[src/source/keypad_pkg.sv]
package keypad_pkg;

  // raw scanner codes of the function keys, upper nibble row, lower nibble column
  localparam logic [7:0] KEY_MODE  = 8'h28; // B, row 1 col 3
  localparam logic [7:0] KEY_SHIFT = 8'h84; // #, row 3 col 2
  localparam logic [7:0] KEY_CLEAR = 8'h48; // C, row 2 col 3
  localparam logic [7:0] KEY_SEND  = 8'h88; // D, row 3 col 3

  // key index is row * 4 + col
  localparam logic [3:0] IDX_SPACE = 4'd3;  // A
  localparam logic [3:0] IDX_MODE  = 4'd7;  // B
  localparam logic [3:0] IDX_CLEAR = 4'd11; // C
  localparam logic [3:0] IDX_STAR  = 4'd12; // *
  localparam logic [3:0] IDX_SHIFT = 4'd14; // #
  localparam logic [3:0] IDX_SEND  = 4'd15; // D

  // message storage
  localparam int MSG_DEPTH = 16; // characters held
  localparam int MSG_AW    = 4;  // address width
  localparam int MSG_LW    = 5;  // length width, counts 0..MSG_DEPTH

  // lower to upper case distance in ascii
  localparam logic [7:0] CASE_OFFSET = 8'h20;

  // one-hot row and column halves of a keycode
  typedef struct packed {
    logic [3:0] row;
    logic [3:0] col;
  } rowcol_t;

  // scanner word, compared as a byte or split into row/col
  typedef union packed {
    logic [7:0] raw;
    rowcol_t    rc;
  } keycode_u;

  // decoded press, decoder to controls
  typedef struct packed {
    logic       valid;
    logic [3:0] idx;
  } key_t;

  // character select, controls to encoder
  typedef struct packed {
    logic [3:0] idx;
    logic       mode;  // 1 = letter mode
    logic       upper;
    logic [1:0] count; // repeat count of this press
  } enc_sel_t;

  // buffer command, at most one bit set
  typedef struct packed {
    logic write;
    logic replace;
    logic send;
    logic clear;
  } buf_cmd_t;

endpackage

[src/source/char_encoder.sv]
`timescale 1ns/1ps

module char_encoder
  import keypad_pkg::*;
(
  input  enc_sel_t   sel,
  output logic [7:0] char
);

  logic [7:0] digit;  // number mode character
  logic [7:0] base;   // first letter of the key, 0 if none
  logic [7:0] sym;    // letter mode character of a non-letter key
  logic       four;   // key carries four letters
  logic [1:0] pos;    // letter position on the key
  logic [7:0] letter;

  // number mode table
  always_comb begin
    case (sel.idx)
      4'd0:      digit = "1";
      4'd1:      digit = "2";
      4'd2:      digit = "3";
      4'd4:      digit = "4";
      4'd5:      digit = "5";
      4'd6:      digit = "6";
      4'd8:      digit = "7";
      4'd9:      digit = "8";
      4'd10:     digit = "9";
      4'd13:     digit = "0";
      IDX_STAR:  digit = "*";
      IDX_SPACE: digit = " ";
      default:   digit = 8'h00; // function keys are not characters
    endcase
  end

  // letter mode table
  always_comb begin
    base = 8'h00;
    sym  = 8'h00;
    four = 1'b0;
    case (sel.idx)
      4'd0:      sym = ".";
      4'd1:      base = "a";
      4'd2:      base = "d";
      4'd4:      base = "g";
      4'd5:      base = "j";
      4'd6:      base = "m";
      4'd8: begin
        base = "p"; // pqrs
        four = 1'b1;
      end
      4'd9:      base = "t";
      4'd10: begin
        base = "w"; // wxyz
        four = 1'b1;
      end
      4'd13:     sym = " ";
      IDX_STAR:  sym = "*";
      IDX_SPACE: sym = " ";
      default:   sym = 8'h00;
    endcase
  end

  // count modulo letters on key, count only reaches 3
  assign pos    = (four || sel.count != 2'd3) ? sel.count : 2'd0;
  assign letter = base + 8'(pos);

  always_comb begin
    if (!sel.mode) begin
      char = digit;
    end else if (base != 8'h00) begin
      char = sel.upper ? letter - CASE_OFFSET : letter; // capitals sit 0x20 lower
    end else begin
      char = sym;
    end
  end

endmodule

[src/source/controls.sv]
`timescale 1ns/1ps

module controls
  import keypad_pkg::*;
(
  input  logic     clk,
  input  logic     nrst,
  input  key_t     key,
  input  keycode_u keycode, // registered together with key
  input  logic     busy,
  output enc_sel_t sel,
  output buf_cmd_t cmd,
  output logic     mode,
  output logic     upper
);

  logic [7:0] prev_code;  // last accepted press
  logic [1:0] count;      // repeat count of last press
  logic       accept;
  logic       same_key;
  logic [1:0] next_count;
  logic       next_mode;
  logic       next_upper;
  buf_cmd_t   next_cmd;

  // a send still sitting in cmd counts as busy, the buffer sees it next edge
  assign accept   = key.valid & ~busy & ~cmd.send;
  assign same_key = (keycode.raw == prev_code);

  // repeat count, 0 on a new key, then 1 2 3 1 2 3 ...
  always_comb begin
    if (!same_key) begin
      next_count = 2'd0;
    end else if (count == 2'd3) begin
      next_count = 2'd1;
    end else begin
      next_count = count + 2'd1;
    end
  end

  // key function decode
  always_comb begin
    next_mode  = mode;
    next_upper = upper;
    next_cmd   = '0;
    case (keycode.raw)
      KEY_MODE: begin
        next_mode = ~mode;   // no buffer command
      end
      KEY_SHIFT: begin
        next_upper = ~upper; // no buffer command
      end
      KEY_CLEAR: begin
        next_upper     = 1'b0;
        next_cmd.clear = 1'b1;
      end
      KEY_SEND: begin
        next_cmd.send = 1'b1;
      end
      default: begin
        // repeated letter tap overwrites the pending character
        if (mode && next_count != 2'd0) begin
          next_cmd.replace = 1'b1;
        end else begin
          next_cmd.write = 1'b1;
        end
      end
    endcase
  end

  always_ff @(posedge clk or negedge nrst) begin
    if (!nrst) begin
      prev_code <= '0; // never a valid code, first press counts 0
      count     <= '0;
      mode      <= 1'b0; // number mode
      upper     <= 1'b0;
      cmd       <= '0;
    end else begin
      cmd <= accept ? next_cmd : '0;
      if (accept) begin
        prev_code <= keycode.raw;
        mode      <= next_mode;
        upper     <= next_upper;
        if (keycode.raw == KEY_CLEAR) begin
          count <= 2'd0;
        end else begin
          count <= next_count;
        end
      end
    end
  end

  // encoder select travels with cmd, mode and case as they were before the press
  always_ff @(posedge clk) begin
    if (accept) begin
      sel.idx   <= key.idx;
      sel.mode  <= mode;
      sel.upper <= upper;
      sel.count <= next_count;
    end
  end

endmodule

[src/source/key_decoder.sv]
`timescale 1ns/1ps

module key_decoder
  import keypad_pkg::*;
(
  input  logic     clk,
  input  logic     nrst,
  input  logic     key_strobe,
  input  keycode_u keycode,
  output key_t     key
);

  logic       row_ok;  // exactly one row bit
  logic       col_ok;  // exactly one column bit
  logic [1:0] row_idx;
  logic [1:0] col_idx;

  // position of the set bit, only meaningful for one-hot input
  function automatic logic [1:0] onehot_to_bin(input logic [3:0] oh);
    logic [1:0] bin;
    bin = 2'd0;
    for (int i = 0; i < 4; i++) begin
      if (oh[i]) begin
        bin = 2'(i);
      end
    end
    return bin;
  endfunction

  assign row_ok  = $onehot(keycode.rc.row);
  assign col_ok  = $onehot(keycode.rc.col);
  assign row_idx = onehot_to_bin(keycode.rc.row);
  assign col_idx = onehot_to_bin(keycode.rc.col);

  always_ff @(posedge clk or negedge nrst) begin
    if (!nrst) begin
      key <= '0;
    end else begin
      // malformed codes are dropped here and never reach the controls
      key.valid <= key_strobe & row_ok & col_ok;
      key.idx   <= {row_idx, col_idx}; // row * 4 + col
    end
  end

endmodule

[src/source/keypad_text_top.sv]
`timescale 1ns/1ps

module keypad_text_top
  import keypad_pkg::*;
(
  input  logic              clk,
  input  logic              nrst,
  input  logic              key_strobe,
  input  keycode_u          keycode,
  output logic              tx_valid,
  output logic [7:0]        tx_data,
  output logic              tx_last,
  output logic              mode,
  output logic              upper,
  output logic [MSG_LW-1:0] msg_len
);

  key_t       key;
  keycode_u   key_code; // registered raw code, aligned with key
  enc_sel_t   sel;
  buf_cmd_t   cmd;
  logic [7:0] char;
  logic       busy;

  // valid presses are one-hot, so the raw byte follows from the index
  assign key_code.rc.row = 4'b0001 << key.idx[3:2];
  assign key_code.rc.col = 4'b0001 << key.idx[1:0];

  key_decoder u_dec (.clk, .nrst, .key_strobe, .keycode, .key);

  controls u_ctrl (.clk, .nrst, .key, .keycode(key_code), .busy, .sel, .cmd, .mode, .upper);

  char_encoder u_enc (.sel, .char);

  msg_buffer u_buf (
    .clk, .nrst, .cmd, .char, .busy, .msg_len, .tx_valid, .tx_data, .tx_last
  );

endmodule

[src/source/msg_buffer.sv]
`timescale 1ns/1ps

module msg_buffer
  import keypad_pkg::*;
(
  input  logic              clk,
  input  logic              nrst,
  input  buf_cmd_t          cmd,
  input  logic [7:0]        char,
  output logic              busy,     // stream in progress
  output logic [MSG_LW-1:0] msg_len,
  output logic              tx_valid,
  output logic [7:0]        tx_data,
  output logic              tx_last
);

  logic [7:0]        mem [MSG_DEPTH];
  logic [MSG_AW-1:0] rd_ptr;     // next address to stream
  logic [MSG_AW-1:0] last_addr;  // address of newest character
  logic [MSG_AW-1:0] wr_addr;
  logic [MSG_AW-1:0] tx_addr;
  logic              empty;
  logic              full;
  logic              do_append;
  logic              do_replace;
  logic              wr_en;
  logic              tx_fire;    // a character leaves this cycle
  logic              tx_end;     // ... and it is the final one

  assign empty     = (msg_len == '0);
  assign full      = (msg_len == MSG_LW'(MSG_DEPTH));
  assign last_addr = msg_len[MSG_AW-1:0] - 1'b1; // wraps right at full length

  // replace on empty message falls back to append, appends drop when full
  assign do_append  = (cmd.write | (cmd.replace & empty)) & ~full;
  assign do_replace = cmd.replace & ~empty;
  assign wr_en      = do_append | do_replace;
  assign wr_addr    = do_replace ? last_addr : msg_len[MSG_AW-1:0];

  // first character goes out on the send edge itself
  assign tx_fire = busy | (cmd.send & ~empty);
  assign tx_addr = busy ? rd_ptr : '0;
  assign tx_end  = tx_fire & (tx_addr == last_addr);

  always_ff @(posedge clk) begin
    if (wr_en) begin
      mem[wr_addr] <= char;
    end
  end

  always_ff @(posedge clk) begin
    if (tx_fire) begin
      tx_data <= mem[tx_addr];
    end
  end

  always_ff @(posedge clk or negedge nrst) begin
    if (!nrst) begin
      msg_len  <= '0;
      busy     <= 1'b0;
      rd_ptr   <= '0;
      tx_valid <= 1'b0;
      tx_last  <= 1'b0;
    end else begin
      tx_valid <= tx_fire;
      tx_last  <= tx_end;
      if (tx_fire) begin
        rd_ptr <= tx_addr + 1'b1;
      end
      if (tx_end) begin
        busy <= 1'b0; // single char message never raises busy
      end else if (tx_fire) begin
        busy <= 1'b1;
      end
      if (cmd.clear || tx_end) begin
        msg_len <= '0; // sent messages are dropped
      end else if (do_append) begin
        msg_len <= msg_len + 1'b1;
      end
    end
  end

endmodule

[config.mk]
export PLATFORM = sky130hd
export DESIGN_NAME = keypad_text_top
export DESIGN_NICKNAME = d
export VERILOG_FILES = /design/src/source/keypad_pkg.sv /design/src/source/char_encoder.sv /design/src/source/controls.sv /design/src/source/key_decoder.sv /design/src/source/keypad_text_top.sv /design/src/source/msg_buffer.sv
export SDC_FILE = /design/constraint.sdc
export NUM_CORES = 1
export LEC_CHECK = 0
export ABC_AREA = 1
export CAP_MARGIN = 20
export CORE_MARGIN = 10
export CORE_UTILIZATION = 53
export CTS_BUF_LIST = sky130_fd_sc_hd__clkbuf_4
export CTS_CLUSTER_SIZE = 12
export DETAILED_ROUTE_END_ITERATION = 16
export DONT_BUFFER_PORTS = 1
export PLACE_DENSITY = 0.65
export SLEW_MARGIN = 20
export SYNTH_ARGS = -nofsm -noshare
export SYNTH_HDL_FRONTEND = slang
export SYNTH_SLANG_ARGS = --single-unit
[constraint.sdc]
create_clock -name clk -period 3.1 [get_ports clk]
set_input_delay 0.465 -clock clk [delete_from_list [all_inputs] [get_ports clk]]
set_output_delay 0.465 -clock clk [all_outputs]
set_load 0.03 [all_outputs]
==> run metrics <==
status=finished clean; Synth Area in Simple Gates=16.5%; critical-path maximum fanout=9; first-pass GRT wire length=28500 microns; fmax=385 MHz; chip height=146 microns; most common flop cell mapped by yosys=edfxtp_1; area of the multi-input gates=2670 sq um; post-synthesis cell area=8370 sq um; reg2reg end=u_buf.mem[1][1]; maximum VDD drop=0.286 mV; CP Data Required Time=3320 ps; 1st-pass router iterations=5; layout cell share with drive strength beyond 1=10.9%; Routed WL=17500 microns; Initial Utilization=54.6%; DP Wirelength=11600 microns; clock sink total=183; GPL Wtd Cong=0.875; CTS tree=done; initial antenna violation count=1; overall power=0.00537 W; vias in the first global route=5478; Avg Cell Area, Syn=10.5 sq um; die extent in x=146 microns; flop-to-flop setup slack=500 ps; Hold Startpoint=key_strobe; Async SR Flop Fraction=18.0%; Setup Viol. Count Final=0; RSZ-0062 raised after global routing=no; Layout Nets=856; synthesis-to-finish area growth=8.28%; fill count=1271; register area share after synthesis=63.0%; EDFF count, synth=144; Final ANT Viol Nets=0; Final Cell Area=9060 sq um; Worst Skew=22.5 ps; PortBufs=0; Setup TNS=0 ps; #FFs+latches synth=183; Worst-Margin Slew=1020 ps; PD cells=593 nW/um^2; all-layer global routing usage=16.7%; Hold Path End=u_dec.key[4]; mux contribution to synthesized area=0%; Tcrit/Tclk final=83.9%; Clk pin slew, worst setup/hold paths=140 ps; placed instance area=8670 sq um; clk_lat worst skew=570 ps; main combinational cell family by area after synthesis=simple AND/OR/NAND/NOR gates; final slew viol count=0; core area=15300 sq um; Synth Area in Compound Gates=10.8%; H-tree depth=4; I/O pin count=28; reg2reg start=u_buf.msg_len[1]; Slew headroom=32.0%; HP Class=in -> reg; worst hold stages=1; Setup Crit Path Kind=reg -> reg; Setup crit start kind=register; clock root cell=clkbuf_4; Critical Path Sink Type=register; largest net degree at the start of global routing=64; Die Area=21200 sq um; Synth Area in XOR/XNOR=0.807%; storage element area=5270 sq um; Post-Synth Adder-Cell Area=3.71%; min Tclk post-route=2600 ps; cts repair resizes=0; leak pwr=3.56 nW; FF-to-FF path depth=11; Num CTS Buffers=17; DR WL/cell=16.7 microns; # Max-Cap Violations=0; Mapped Cells=797; vias=5660; vias per cell=5.41; Initial DRC Count=464; Remaining DRCs=0; Syn Nets=831; Bufs on Longest Clock Path=2; post-synth cell types=39; row count=45; Final Hold Fails=0; Synth Warn #=0; critical path arrival=2820 ps; total grt overflow=0; postcts setup bufs=0
metrics by stage:
stage / std cells / hold slack, ps / utilization [%] / worst slack [ps]
after floorplan: 797 / 169 / - / 702
after global placement: 1006 / 171 / 56.6 / 628
after detailed placement: 1006 / 171 / 56.6 / 520
after CTS: 1045 / 23.3 / 59.2 / 491
after global routing: 1046 / 6.80 / 59.2 / 307
final: 1046 / 65.0 / 59.2 / 501
power by group:
group	switching, W	leakage, nW	total [W]	internal [W]
Sequential	0.000165	1.79	0.00297	0.00281
Clock	0.000828	0.150	0.00139	0.000564
Combinational	0.000695	1.61	0.00101	0.000312
Total	0.00169	3.56	0.00537	0.00368
Yosys cell counts (9+ instances only):
master	count	share of area, %
a21oi_1	13	0.78
nor2_1	138	6.2
ha_1	20	3.0
inv_1	58	2.6
clkbuf_1	9	0.40
nand2_1	136	6.1
buf_2	10	0.60
dfrtp_1	33	9.9
o21ai_0	92	5.5
nand3_1	34	2.0
o211ai_1	35	3.1
edfxtp_1	144	52
inv_2	10	0.45
worst max-delay path by stage:
stage / end / cells past startpoint / from
2_1_floorplan: u_buf.mem[2][0] / 9 / u_buf.msg_len[0]
3_3_place_gp: u_buf.mem[1][1] / 11 / u_buf.msg_len[1]
3_5_place_dp: u_buf.mem[1][3] / 11 / u_buf.msg_len[1]
4_1_cts: u_buf.mem[1][3] / 11 / u_buf.msg_len[1]
5_1_grt: u_buf.mem[9][4] / 9 / u_ctrl.sel[7]
6_report: u_buf.mem[1][1] / 11 / u_buf.msg_len[1]
placed cells by master, fill, tap and decap left out, types with 17 or more instances in the layout:
master    count
nand3_1      34
o21ai_0      92
clkbuf_4     17
nand2_1     136
buf_4        28
inv_1        58
edfxtp_1    144
nor2_1      138
ha_1         20
dfrtp_1      33
o211ai_1     35
critical path: stages (launching register included):
cell and delay, ps:
dfrtp_1 640, inv_1 150, ha_1 240, nand2_4 80
nor2_4 40, nand2_4 90, nand2_4 100, nand2_1 90
o21ai_2 80, inv_2 70, nand3_1 130, nor2_1 540
routing by layer:
layer	vias to the layer above	wire [microns]	share of wire, %	global-route usage, %
met3	23	762	4.4	2.95
met4	0	321	1.8	6.42
met2	140	8530	49	27.1
met5	-	0	0	0
li1	2769	-	-	-
met1	2728	7860	45	21.9
cells by family (layout without fill, tap and decap cells):
group	after synthesis	after routing
compound gates	156	156
xor+xnor	6	6
fa+ha+maj	23	23
buf+inv	98	135
flops	183	183
other cells	0	1
simple gates	331	331
state kept, by name, indices dropped and copies added (netlist names):
register,flops
u_buf.busy,1
u_buf.mem,128
u_buf.msg_len,5
u_buf.rd_ptr,4
u_buf.tx_data,8
u_buf.tx_last,1
u_buf.tx_valid,1
u_ctrl.cmd,4
u_ctrl.count,2
u_ctrl.mode,1
u_ctrl.prev_code,8
u_ctrl.sel,8
u_ctrl.upper,1
u_dec.key,5
u_enc.digit,6
layout make-up:
cell class	count	area share [%]
Tap cell	211	2.91
Antenna cell	1	0.0276
Sequential cell	183	58.2
Clock inverter	14	1.93
Clock buffer	17	1.41
Timing Repair Buffer	36	3.31
Inverter	68	2.82
Multi-Input combinational cell	516	29.4
repair_timing:
action,in CTS,in global routing
hold buffers,8,0
endpoints found under the hold margin,35,0
setup endpoints to repair,0,0
No activity file was read; power rests on OpenSTA's default activity.
